**src/common/axil_mem_pkg.sv**
```systemverilog
package axil_mem_pkg;

  // Bus widths
  localparam int ADDR_W = 32;
  localparam int DATA_W = 32;
  localparam int STRB_W = DATA_W / 8;

  typedef logic [ADDR_W-1:0] addr_t;
  typedef logic [DATA_W-1:0] data_t;
  typedef logic [STRB_W-1:0] strb_t;

  // AXI response codes, EXOKAY is never returned
  typedef enum logic [1:0] {
    RESP_OKAY   = 2'b00,
    RESP_SLVERR = 2'b10,
    RESP_DECERR = 2'b11
  } resp_e;

  // Read channel pair
  typedef enum logic {
    RD_IDLE,
    RD_RESP
  } rd_state_e;

  // Write channel triple
  typedef enum logic {
    WR_COLLECT,
    WR_RESP
  } wr_state_e;

  // Address classification shared by both port kinds
  // Misaligned first, then anything above the last word
  function automatic resp_e check_addr(input addr_t addr, input int unsigned idx_w);
    resp_e resp;
    if (addr[1:0] != 2'b00) begin
      resp = RESP_SLVERR;
    end else if ((addr >> (idx_w + 2)) != '0) begin
      resp = RESP_DECERR;
    end else begin
      resp = RESP_OKAY;
    end
    return resp;
  endfunction

endpackage

```
**src/hdl/axil_read_port.sv**
```systemverilog
module axil_read_port #(
  parameter int NUM_WORDS = 1024
) (
  input  logic                axi,
  input  logic                rst,

  // AR channel
  input  logic                arvalid,
  output logic                arready,
  input  axil_mem_pkg::addr_t araddr,

  // R channel
  output logic                rvalid,
  input  logic                rready,
  output axil_mem_pkg::data_t rdata,
  output axil_mem_pkg::resp_e rresp,

  // RAM read port
  output logic                ram_re,
  output logic [$clog2(NUM_WORDS)-1:0] ram_idx,
  input  axil_mem_pkg::data_t ram_rdata
);

  localparam int IDX_W = $clog2(NUM_WORDS);

  axil_mem_pkg::rd_state_e state;
  axil_mem_pkg::resp_e     ar_resp;
  axil_mem_pkg::resp_e     resp_q;
  logic                    ar_fire;
  logic                    r_fire;

  // Only one read in flight, so AR is open exactly while idle
  assign arready = (state == axil_mem_pkg::RD_IDLE);
  assign rvalid  = (state == axil_mem_pkg::RD_RESP);

  assign ar_fire = arvalid && arready;
  assign r_fire  = rvalid && rready;

  // Classify the live address on the AR beat
  assign ar_resp = axil_mem_pkg::check_addr(araddr, IDX_W);

  // RAM captures the word on the AR edge
  // Bad addresses leave the RAM output register alone
  assign ram_re  = ar_fire && (ar_resp == axil_mem_pkg::RESP_OKAY);
  assign ram_idx = araddr[IDX_W+1:2];

  always_ff @(posedge axi) begin
    if (rst) begin
      state  <= axil_mem_pkg::RD_IDLE;
      resp_q <= axil_mem_pkg::RESP_OKAY;
    end else begin
      case (state)
        axil_mem_pkg::RD_IDLE: begin
          if (ar_fire) begin
            resp_q <= ar_resp;
            state  <= axil_mem_pkg::RD_RESP;
          end
        end
        axil_mem_pkg::RD_RESP: begin
          // Response held until the manager takes it
          if (r_fire) begin
            state <= axil_mem_pkg::RD_IDLE;
          end
        end
        default: begin
          state <= axil_mem_pkg::RD_IDLE;
        end
      endcase
    end
  end

  assign rresp = resp_q;

  // RAM word stays put under back-pressure since no new read is issued
  // Error responses carry zero data
  assign rdata = (resp_q == axil_mem_pkg::RESP_OKAY) ? ram_rdata : '0;

endmodule

```
**config.mk**
```make
export PLATFORM = sky130hd
export DESIGN_NAME = axil_read_port
export DESIGN_NICKNAME = d
export VERILOG_FILES = /design/src/common/axil_mem_pkg.sv /design/src/hdl/axil_read_port.sv
export SDC_FILE = /design/constraint.sdc
export NUM_CORES = 1
export LEC_CHECK = 0
export ABC_AREA = 1
export ABC_CLOCK_PERIOD_IN_PS = 1050
export CAP_MARGIN = 15
export CORE_AREA = 2 2 44 46
export CTS_BUF_LIST = sky130_fd_sc_hd__clkbuf_2
export DETAILED_ROUTE_END_ITERATION = 16
export DIE_AREA = 0 0 46 48
export DONT_BUFFER_PORTS = 1
export PLACE_DENSITY = 0.6
export SLEW_MARGIN = 10
export SYNTH_ARGS = -nofsm -noshare
export SYNTH_HDL_FRONTEND = slang
export SYNTH_SLANG_ARGS = --single-unit
```
**constraint.sdc**
```tcl
create_clock -name axi -period 1.05 [get_ports axi]
set_clock_uncertainty 0.05 [all_clocks]
set_input_delay 0.1575 -clock axi [delete_from_list [all_inputs] [get_ports axi]]
set_output_delay 0.1575 -clock axi [all_outputs]
set_load 0.02 [all_outputs]
```
# Word-level counts from Yosys, hierarchy flattened
# Cells that the tools add are included.
# totals
output_inout_bits	47
input_bits	68
regBits	3
# op_classes
n_mux	6
n_bitwise	1
reduce_logical	8
# ops
op	n
$mux W32	1
$reduce_bool A32 Y1	1
$logic_not A2 Y1	2
$mux W2	2
$logic_and A1 B1 Y1	3
$mux W1	2
$pmux W1 S2	1
$reduce_and A2 Y1	1
$reduce_bool A2 Y1	1
$not A1 Y1	1

# Logic depth before layout (Yosys ltp)
# depth
word_depth	5
depth_mapped	7
depth_no_buf	7

# Worst setup path before layout
# OpenSTA, ideal clock, no wires.
# synth_timing
path_kind	reg-to-reg
from	register state (netlist: rvalid)
to	register resp_q[1] (netlist: rresp[1])
required_ps	868
path_stages_with_launch	7
path_buffers	0
arrival_time_ps	1182
setup_ps	132
slack_ps	-313
cell_sequence	dfxtp_1 -> inv_1 -> nand2_1 -> inv_1 -> nand2_1 -> nor2_1 -> nor2_1
# synth_via
elab_chain_cells	3
# synth_lines
item	line_no	source
from (decl)	axil_read_port.sv:26	axil_mem_pkg::rd_state_e state;
from (signal assigned)	axil_read_port.sv:49	state <= axil_mem_pkg::RD_IDLE;
from (signal assigned)	axil_read_port.sv:56	state <= axil_mem_pkg::RD_RESP;
from (signal assigned)	axil_read_port.sv:62	state <= axil_mem_pkg::RD_IDLE;
$not A1 Y1 (no line) *	n/a	
net arready	axil_read_port.sv:9	output logic arready,
$logic_and A1 B1 Y1	axil_read_port.sv:36	assign ar_fire = arvalid && arready;
$reduce_and A2 Y1 (no line) *	n/a	
to (signal assigned)	axil_read_port.sv:50	resp_q <= axil_mem_pkg::RESP_OKAY;
to (signal assigned)	axil_read_port.sv:55	resp_q <= ar_resp;
to (decl)	axil_read_port.sv:28	axil_mem_pkg::resp_e resp_q;
# Mark *: on every way through the listed nets, which the timed path passes. The rest lies on a longest branch.
# A chain may end at the register's enable or synchronous reset.

# Worst setup path in the final report
# layout_timing
from	register resp_q[0] (netlist: rresp[0])
to	output rdata[15]
# layout_via
elab_chain_cells	2
# layout_lines
item	line_no	source
$logic_not A2 Y1	axil_read_port.sv:76	assign rdata = (resp_q == axil_mem_pkg::RESP_OKAY) ? ram_rdata : '0;
$mux W32	axil_read_port.sv:76	
to (decl)	axil_read_port.sv:15	output axil_mem_pkg::data_t rdata,
# Every way passes these cells.

==> out/qor.csv <==
stage,metric,value,unit
clocking,htreeDepth,1,
clocking,insertion_delay,0.20,ns
synth,ys_warn_count,0,
place,gp_congestion,0.6193,
power_and_ir_drop,power_density,952.7,mW/mm^2
floorplanning,die_y,48,um
timing,hold_violations,0,
global_routing,grt_pass1_vias,515,
clocking,cts_tree,built,
route,routed_wl,1617,um
synth,syn_inst,115,
floorplanning,core_area,0.001689,sq mm
critical_path,crit_path_top_delay_cell,dfxtp_2,
critical_path,cp.arrival,1.15,ns
critical_path,path_buf_inv,1,
global_routing,grt.met1_usage,10.86,%
power_and_ir_drop,pwr-share-comb,66.3,%
timing,slew_violations,0,
timing,fmax,0.7346,GHz
finish,nets,188,
outcome,status,finished with violations,
global_routing,grt_pass1_wl,1932,um
finish,drive_gt1_share,49.58,%
synth,synth_cell_types,13,
synth,synth_top_cell_area_share,24.36,%
timing,min_period_over_period,129.6,%
global_routing,met3_usage,6.415,%
floorplanning,die_area,0.002208,sq mm
power_and_ir_drop,p_leak,0.4642,nW
floorplanning,io_pins,115,
floorplanning,chipWidth,46,um
global_routing,grt.busiest_layer,met2,
timing,post-route-min-period,1.361,ns
finish,area_growth,52.99,%
synth,synth_xor_area_share,0,%
finish,fillers,161,
critical_path,crit_fanout,13,
place,dp_hpwl,1401,um
synth,synth_mux_area_share,0,%
global_routing,gr-usage-met2,21.39,%
finish,diodes,0,
global_routing,overflow,0,
route,first_iter_violations,5,
global_routing,antenna_found_initial,0,
critical_path,required,0.84,ns
global_routing,grt.total_usage,12.16,%
synth,synth-compound-area-share,2.991,%
route,route.vias.total,623,
timing,worstMarginPinSlew,0.1860,ns
synth,seq_area_frac_synth,10.26,%
timing,slew_headroom,87.55,%
timing,finalSetupViolCount,35,
synth,synth_top_cell_by_area,nor2_1,
synth,ys_ff_latch,3,
synth,yosys.area_share.simple,43.16,%
clocking,cts.sinks,3,
timing,rsz0062_at_grt,yes,
min_path,hold_path.class,input pin to register,
clocking,cts-root-buf,clkbuf_2,
clocking,cts_buffers,3,
power_and_ir_drop,p_int,0.0004176,W
route,first_pass_iters,4,
clocking,cts.clk_slew.worst_paths,0.04,ns
power_and_ir_drop,p_sw,0.0004359,W
synth,synthesis.area,585.6,sq um
critical_path,path_class,register to output pin,
power_and_ir_drop,ir_drop,0.7545,mV
flow_run,maxCapViolCount,0,
synth,synthAdderAreaFrac,0,%
route,ant_nets,0,
timing,fin_ws,-0.3113,ns
critical_path,crit_chain,or2_4 -> buf_12 -> nor2_4,
route,detail_route.wl_per_cell,11.89,um
outcome,violations,negative setup slack,
global_routing,grt_max_degree,14,
synth,synth_top_cells_by_area,"nor2_1 24%, inv_1 23%, buf_4 13%",
timing,hold-worst-slack,0.07105,ns
place,dp_slack,-0.1004,ns
route,drc,0,
synth,synth_nets,183,
clocking,cts_buffer_depth,2,
critical_path,start_kind,register,
synth,synth_top_family_by_area,buffers and inverters,
critical_path,slowest_delay,0.31,ns
place,port_buffers,0,
power_and_ir_drop,pwr-share-clk,18.6,%
floorplanning,placementRows,15,
route,drt-vias-per-instance,4.581,
critical_path,end_kind,output pin,
synth,avgSynthCellArea,5.092,sq um
floorplanning,initial_core_util,34.67,%
power_and_ir_drop,pwr-share-seq,15.1,%
critical_path,critical-path-top-delay-family,simple AND/OR/NAND/NOR gates,
power_and_ir_drop,swShare,51.07,%
## cell usage after synthesis
library cell / instances
or2_1: 1
and2_0: 1
nand2_1: 8
nor2_1: 38
buf_6: 4
o21a_1: 1
o21ai_0: 1
nand3_1: 1
inv_1: 36
a21oi_1: 1
buf_4: 10
nor2_2: 10
dfxtp_1: 3
## power groups by stage
stage	Combinational (W)	Sequential, W	Clock [W]
final	0.000566	0.000129	0.000158
after CTS	0.000556	0.000129	0.000169
after global placement	0.000536	0.000131	0
after global routing	0.000603	0.000130	0.000176
after detailed placement	0.000544	0.000131	0
after floorplan	0.000514	0.000140	0
## layout by cell type (no fill, tap or decap)
cell type,count
dlygate4sd3_1,1
clkbuf_2,4
nor2_1,17
o21ai_1,1
inv_4,2
buf_6,1
nand2_4,2
inv_2,1
a21oi_2,1
o21a_1,1
nand2_1,5
inv_1,33
dfxtp_2,3
nor2_4,31
buf_4,9
and2_0,1
nand2_2,1
buf_12,3
nand3_1,1
or2_4,1
## per-stage QoR
stage	instance area [sq um]	total power [W]	instances	setup TNS [ns]	utilization (%)
floorplan	808.3	0.0006546	115	-5.436	-
global placement	815.8	0.0006667	128	-2.089	48.30
detailed placement	815.8	0.0006742	128	-2.403	48.30
CTS	865.8	0.0008538	135	-9.833	51.26
global route	895.9	0.0009085	136	-10.92	53.04
finish	895.9	0.0008535	136	-9.214	53.04
## registers in the layout, indices dropped and copies added, names as in the netlist
signal	count
rresp	2
rvalid	1
## per-layer routing
metal | vias to the layer above | routed length [um]
li1 | 307 | -
met1 | 259 | 477
met2 | 51 | 900
met3 | 6 | 213
met4 | 0 | 25
met5 | - | 0
## path summary, 6_finish.rpt
path / from / depth (start not counted) / slack [ns] / end
max: rresp[0]$_SDFFE_PP0P_ / 3 / -0.31 / rdata[15]
min reg2reg: rvalid$_SDFF_PP0_ / 4 / 0.55 / rresp[0]$_SDFFE_PP0P_
max reg2reg: rvalid$_SDFF_PP0_ / 7 / -0.01 / rresp[1]$_SDFFE_PP0P_
min: rst / 2 / 0.07 / rvalid$_SDFF_PP0_
## cell type report
cell class | count | area, sq um | share of cell area, %
Inverter | 36 | 140.1 | 15.64
Clock buffer | 4 | 20.02 | 2.235
Tap cell | 17 | 21.27 | 2.374
Timing Repair Buffer | 14 | 148.9 | 16.62
Multi-Input combinational cell | 62 | 501.7 | 56.01
Sequential cell | 3 | 63.81 | 7.123
## cells by family (layout without fill, tap and decap cells)
kind of cell    Yosys count  after routing
flops                     3              3
buf+inv                  50             54
compound gates            3              3
simple gates             59             59
## worst register-to-register path, delay by kind of cell (launching register included)
kind | cells | cell delay (ns)
flip-flops | 1 | 0.35
AO/OA/AOI/OAI | 1 | 0.11
buffers and inverters | 4 | 0.32
AND/OR/NAND/NOR | 2 | 0.11
## what timing repair did
action	in CTS	in global routing
endpoints found under the setup margin	33	34
buffers inserted	2	1
pin swaps	2	3
resized for setup	3	8
endpoints found under the hold margin	1	0
gates cloned	0	0
hold buffers	1	0
Note: power is estimated with default switching activity, not from simulation.
