[src/common/axil_mem_pkg.sv]
package axil_mem_pkg;

  // Bus widths
  localparam int ADDR_W = 32;
  localparam int DATA_W = 32;
  localparam int STRB_W = DATA_W / 8;

  typedef logic [ADDR_W-1:0] addr_t;
  typedef logic [DATA_W-1:0] data_t;
  typedef logic [STRB_W-1:0] strb_t;

  // AXI response codes, EXOKAY is never returned
  typedef enum logic [1:0] {
    RESP_OKAY   = 2'b00,
    RESP_SLVERR = 2'b10,
    RESP_DECERR = 2'b11
  } resp_e;

  // Read channel pair
  typedef enum logic {
    RD_IDLE,
    RD_RESP
  } rd_state_e;

  // Write channel triple
  typedef enum logic {
    WR_COLLECT,
    WR_RESP
  } wr_state_e;

  // Address classification shared by both port kinds
  // Misaligned first, then anything above the last word
  function automatic resp_e check_addr(input addr_t addr, input int unsigned idx_w);
    resp_e resp;
    if (addr[1:0] != 2'b00) begin
      resp = RESP_SLVERR;
    end else if ((addr >> (idx_w + 2)) != '0) begin
      resp = RESP_DECERR;
    end else begin
      resp = RESP_OKAY;
    end
    return resp;
  endfunction

endpackage

[src/hdl/axil_write_port.sv]
module axil_write_port #(
  parameter int NUM_WORDS = 1024
) (
  input  logic                axi,
  input  logic                rst,

  // AW channel
  input  logic                awvalid,
  output logic                awready,
  input  axil_mem_pkg::addr_t awaddr,

  // W channel
  input  logic                wvalid,
  output logic                wready,
  input  axil_mem_pkg::data_t wdata,
  input  axil_mem_pkg::strb_t wstrb,

  // B channel
  output logic                bvalid,
  input  logic                bready,
  output axil_mem_pkg::resp_e bresp,

  // RAM write port
  output logic                ram_we,
  output logic [$clog2(NUM_WORDS)-1:0] ram_widx,
  output axil_mem_pkg::data_t ram_wdata,
  output axil_mem_pkg::strb_t ram_wstrb
);

  localparam int IDX_W = $clog2(NUM_WORDS);

  axil_mem_pkg::wr_state_e state;
  axil_mem_pkg::resp_e     wr_resp;
  axil_mem_pkg::resp_e     resp_q;

  // Capture flags for the two halves of a write
  logic aw_held;
  logic w_held;

  // Holding registers, payload only
  axil_mem_pkg::addr_t addr_q;
  axil_mem_pkg::data_t data_q;
  axil_mem_pkg::strb_t strb_q;

  // Held or live view of the write
  axil_mem_pkg::addr_t addr_sel;

  logic aw_fire;
  logic w_fire;
  logic b_fire;
  logic complete;

  // Each channel closes once its half is in
  assign awready = (state == axil_mem_pkg::WR_COLLECT) && !aw_held;
  assign wready  = (state == axil_mem_pkg::WR_COLLECT) && !w_held;
  assign bvalid  = (state == axil_mem_pkg::WR_RESP);

  assign aw_fire = awvalid && awready;
  assign w_fire  = wvalid && wready;
  assign b_fire  = bvalid && bready;

  // Both halves present, whichever order they came in
  assign complete = (state == axil_mem_pkg::WR_COLLECT)
                    && (aw_held || aw_fire) && (w_held || w_fire);

  assign addr_sel  = aw_held ? addr_q : awaddr;
  assign ram_wdata = w_held ? data_q : wdata;
  assign ram_wstrb = w_held ? strb_q : wstrb;

  assign wr_resp  = axil_mem_pkg::check_addr(addr_sel, IDX_W);
  assign ram_widx = addr_sel[IDX_W+1:2];

  // Single write edge, good addresses only
  assign ram_we = complete && (wr_resp == axil_mem_pkg::RESP_OKAY);

  always_ff @(posedge axi) begin
    if (aw_fire) begin
      addr_q <= awaddr;
    end
    if (w_fire) begin
      data_q <= wdata;
      strb_q <= wstrb;
    end
  end

  always_ff @(posedge axi) begin
    if (rst) begin
      state   <= axil_mem_pkg::WR_COLLECT;
      aw_held <= 1'b0;
      w_held  <= 1'b0;
      resp_q  <= axil_mem_pkg::RESP_OKAY;
    end else begin
      case (state)
        axil_mem_pkg::WR_COLLECT: begin
          if (complete) begin
            aw_held <= 1'b0;
            w_held  <= 1'b0;
            resp_q  <= wr_resp;
            state   <= axil_mem_pkg::WR_RESP;
          end else begin
            // Only one half arrived, remember it
            if (aw_fire) begin
              aw_held <= 1'b1;
            end
            if (w_fire) begin
              w_held <= 1'b1;
            end
          end
        end
        axil_mem_pkg::WR_RESP: begin
          if (b_fire) begin
            state <= axil_mem_pkg::WR_COLLECT;
          end
        end
        default: begin
          state <= axil_mem_pkg::WR_COLLECT;
        end
      endcase
    end
  end

  assign bresp = resp_q;

endmodule

[config.mk]
export PLATFORM = sky130hd
export DESIGN_NAME = axil_write_port
export DESIGN_NICKNAME = d
export VERILOG_FILES = /design/src/common/axil_mem_pkg.sv /design/src/hdl/axil_write_port.sv
export SDC_FILE = /design/constraint.sdc
export NUM_CORES = 1
export LEC_CHECK = 0
export BUFFER_PORTS_ARGS = -buffer_cell sky130_fd_sc_hd__buf_4
export CAP_MARGIN = 20
export CORE_ASPECT_RATIO = 1.5
export CORE_UTILIZATION = 45
export CTS_BUF_LIST = sky130_fd_sc_hd__clkbuf_16
export DETAILED_ROUTE_END_ITERATION = 8
export PLACE_DENSITY = 0.76
export SLEW_MARGIN = 25
export SYNTH_ARGS = -nofsm -noshare
export SYNTH_HDL_FRONTEND = slang
export SYNTH_SLANG_ARGS = --single-unit
[constraint.sdc]
create_clock -name axi -period 3.3 [get_ports axi]
set_input_delay 0.33 -clock axi [delete_from_list [all_inputs] [get_ports axi]]
set_output_delay 0.33 -clock axi [all_outputs]
set_load 0.01 [all_outputs]
Word level (Yosys, flattened, before mapping)
Index checks and enable logic that the tools add are counted.
W data, S select, Z words.

cells by class
  multiplexer cells = 12
  bitwise operators = 1
  reduce and logical (&&, ||, !) cells = 20

operators by type and width
  operator             count
  $mux W32             2
  $reduce_bool A32 Y1  1
  $logic_and A1 B1 Y1  8
  $mux W1              6
  $reduce_and A2 Y1    3
  $reduce_bool A2 Y1   3
  $mux W2              2
  $mux W4              1
  $logic_not A1 Y1     2
  $logic_not A2 Y1     1
  $logic_or A1 B1 Y1   2
  $pmux W1 S2          1
  $not A1 Y1           1

storage, ports and cells
  register bits after elaboration = 73
  output and inout port bits = 52

Logic depth before layout (Yosys ltp)
  word-level depth = 8
  depth in mapped cells = 6

Least setup slack after synthesis
No wires, ideal clock.

  kind = register to register
  start point = reg w_held
  end point = reg data_q[0], enable pin
  library setup time = 397 ps
  arrival = 1,871 ps
  data required time = 2,903 ps
  path slack = 1,032 ps
  stages on the path, launching flop included = 5
  path buffers = 2
  clock period less this slack = 2,268 ps
  path through = dfxtp_1 buf_2 buf_1 nor2_1 and2_1

between the ends
  cells in the longest elaborated chain, start to end = 3

RTL lines
  element                 RTL line                source
  from (decl)             axil_write_port.sv:38   logic w_held;
  from (signal assigned)  axil_write_port.sv:90   w_held <= 1'b0;
  from (signal assigned)  axil_write_port.sv:97   w_held <= 1'b0;
  from (signal assigned)  axil_write_port.sv:106  w_held <= 1'b1;
  $logic_not A1 Y1        axil_write_port.sv:55   assign wready = (state == axil_mem_pkg::WR_COLLECT) && !w_held;
  $logic_and A1 B1 Y1     axil_write_port.sv:55
  net wready              axil_write_port.sv:14   output logic wready,
  $logic_and A1 B1 Y1     axil_write_port.sv:59   assign w_fire = wvalid && wready;
  net w_fire              axil_write_port.sv:49   logic w_fire;
  to (signal assigned)    axil_write_port.sv:81   data_q <= wdata;
  to (decl)               axil_write_port.sv:42   axil_mem_pkg::data_t data_q;

The timed path passes the listed nets, and every way through them passes these cells.
A chain may end at the register's enable or synchronous reset.

Final worst setup path
  start point = reg aw_held
  end point = out ram_we

between the ends
  cells in the longest elaborated chain, start to end = 7

RTL lines
  element                                                           RTL line                source
  from (decl)                                                       axil_write_port.sv:37   logic aw_held;
  from (signal assigned)                                            axil_write_port.sv:89   aw_held <= 1'b0;
  from (signal assigned)                                            axil_write_port.sv:96   aw_held <= 1'b0;
  from (signal assigned)                                            axil_write_port.sv:103  aw_held <= 1'b1;
  parallel branches: the longest is 6 deep, another holds $mux W32  -
  $logic_and A1 B1 Y1 (*)                                           axil_write_port.sv:74   assign ram_we = complete && (wr_resp == axil_mem_pkg::RESP_OKAY);
  to (decl)                                                         axil_write_port.sv:24   output logic ram_we,

Mark *: on every way between the ends.

==> flow_summary.yaml <==
routing:
  wire_per_inst_um: 15.25
  dr.first_iter.drc_count: 116
  antenna_left: 0
  vias: 1899
  viasPerCell: 5.064
  drt-total-wl_um: 5720
  drcViolationCount: 0
  drtPass1Iterations: 4
critical_path:
  r2r_slack_ns: 1.35
  reg2reg_depth: 4
  end_kind: "primary output"
  crit_start: "aw_held"
  critPathMaxStageDelay_ns: 0.70
  cp.required_ns: 2.97
  cp.arrival_ns: 2.14
  crit_buf_inv: 1
  r2r_end: "bresp[0]"
  start_kind: "flip-flop"
  rr_startpoint: "aw_held"
  path_cells: "or4b_1 -> nor4_2 -> a21oi_1 -> nor2_1 -> buf_4"
  crit_fanout: 17
  crit_path_end: "ram_we"
  crit_path_top_delay_cell: "dfxtp_1"
  crit_type: "reg2out"
  worstSetupPathDepth: 5
  crit_family: "simple AND/OR/NAND/NOR gates"
floorplan:
  dieHeight_um: 100.7
  rows: 35
  die_area_um2: 6823
  core_um2: 6218
  fp.dieW_um: 67.78
  ios: 125
  initial_core_util_pct: 46.96
grt:
  grt-ovfl-total: 0
  grt_pass1_wl_um: 8438
  grt_max_degree: 37
  antenna_found_initial: 0
  grt_use_met1_pct: 20.72
  grt_busiest_layer: "met2"
  grt_usage_pct: 17.11
  grt_pass1_vias: 1886
  grtUsageMet2_pct: 27.34
  met3_usage_pct: 6.900
synth:
  ys_types: 24
  avgSynthCellArea_um2: 17.81
  ys_seq_area_share_pct: 73.35
  yosysWarnings: 0
  synth.net_count: 237
  synth_area_um2: 2920
  synth_cells: 164
  ys_seq_elements: 73
cells_and_area:
  final_cell_mix: "buf_4 (127), edfxtp_1 (68), mux2_2 (46), clkbuf_16 (9), nor2_1 (8)"
  stdcell_area_um2: 4210
  nNetsFinal: 369
  fill_cells: 463
  mostFrequentLayoutCell: "buf_4"
  synthToLayoutAreaGrowth_pct: 44.17
  final_cells: 375
  final_util_pct: 67.71
  seq_area_um2: 2142
  drive_gt1_share_pct: 63.12
  diodes: 0
  multiInputGateArea_um2: 739.5
clock_network:
  htree_levels: 3
  clockBufferDepth: 2
  path_clk_slew_ns: 0.06
  cts_tree: "done"
  clock_sinks: 73
  cts_setup_buffers: 0
  ctsResizeCount: 0
  numCtsBuffers: 9
  clockRootBuffer: "clkbuf_16"
  holdBufCountCts: 0
  clock_latency_ns: 0.32
timing:
  worstMarginPinSlew_ns: 0.6030
  fin_worst_skew_ns: 0.004252
  rsz0062_at_grt: "false"
  slew_headroom_pct: 59.74
  setup_viol: 0
  fin_crit_sh_pct: 74.80
  fmax_ghz: 0.4051
  period_minus_slack_ns: 2.468
  hold_violations: 0
  maxSlewViolCount: 0
  totalNegativeSetupSlack_ns: 0
placement:
  placedCellCount: 359
  hpwlAfterDp_um: 4233
  io_buffers: 124
  place_area_um2: 3939
  place.gp.congestion: 0.7421
pwr:
  power_density_nw_per_um2: 551.8
  clock_power_share_pct: 37.0
  leakage_nw: 1.664
  switchingPower_mw: 0.5259
  switching_share_pct: 22.63
  ir_drop_mv: 0.3511
  power_frac_comb_pct: 14.4
  total_power_mw: 2.323
  internal-power_mw: 1.797
  p_seq_share_pct: 48.6
run_status:
  status: "complete, no violations"
min_path:
  min_path_type: "in2reg"
job:
  maxCapViolCount: 0
## final cells by class
type / count / area share, %
clock buffer: 9 / 5.349
clock inverter: 7 / 1.100
inverter: 3 / 0.2675
multi-input combinational: 82 / 17.56
sequential: 73 / 50.88
tap: 74 / 2.199
timing repair buffer: 127 / 22.64
## through the flow
stage | setup WS [ns] | hold WS, ns
after floorplan | 1.032 | 0.4024
after global placement | 1.178 | 0.5154
after detailed placement | 1.148 | 0.5176
after CTS | 0.7983 | 0.1801
after global routing | 0.6537 | 0.1779
final | 0.8316 | 0.1891
## synthesized netlist by cell type
cell	count	area, um2
edfxtp_1	68	2042
mux2_2	46	518.0
nor2_1	8	30.03
nor4_1	6	37.54
dfxtp_1	5	100.1
a21oi_1	3	15.01
inv_1	3	11.26
nand2_1	3	11.26
and2_1	2	12.51
buf_1	2	7.510
clkbuf_1	2	7.510
nor3_1	2	10.01
nor4_2	2	25.02
or4_1	2	15.01
a41o_1	1	10.01
buf_2	1	5.000
buf_4	1	7.510
nand4_1	1	6.260
nor3b_1	1	7.510
o21a_1	1	7.510
o21ai_0	1	5.000
o221a_1	1	11.26
o31ai_1	1	7.510
or4b_1	1	10.01
## routing by layer
layer,vias to the layer above,wire length [um]
li1,920,-
met1,865,2399
met2,107,2665
met3,7,583
met4,0,72
met5,-,0
## power groups by stage
stage / clock (mW) / sequential (mW) / combinational (mW)
6_report: 0.859 / 1.13 / 0.335
5_1_grt: 0.909 / 1.14 / 0.365
4_1_cts: 0.875 / 1.13 / 0.340
3_5_place_dp: 0 / 1.15 / 0.337
3_3_place_gp: 0 / 1.15 / 0.332
2_1_floorplan: 0 / 1.14 / 0.157
## registers in the layout (all words and copies together) (netlist names)
register	count
bresp	2
bvalid	1
data_q	32
aw_held	1
addr_q	32
w_held	1
strb_q	4
## cell families after synthesis
| logic type | synth area share [%] |
|---|---|
| AOI/OAI and AO/OA | 1.928 |
| buffers and inverters | 1.328 |
| DFF | 73.35 |
| muxes | 17.74 |
| and+or+nand+nor | 5.656 |
## worst min path at each step
stage / from / to / depth (start not counted)
6_report: wdata[12] / data_q[12] / 1
5_1_grt: wdata[7] / data_q[7] / 1
4_1_cts: wdata[12] / data_q[12] / 1
3_5_place_dp: awaddr[15] / addr_q[15] / 1
3_3_place_gp: awaddr[2] / addr_q[2] / 1
2_1_floorplan: rst / bvalid / 1
## worst register-to-register path, cell delays in order, from the launching register on
cell	delay, ns
dfxtp_1	0.70
or4b_1	0.50
nor4_2	0.23
a21oi_1	0.14
a41o_1	0.26
Power figures use the tool's default switching activity.
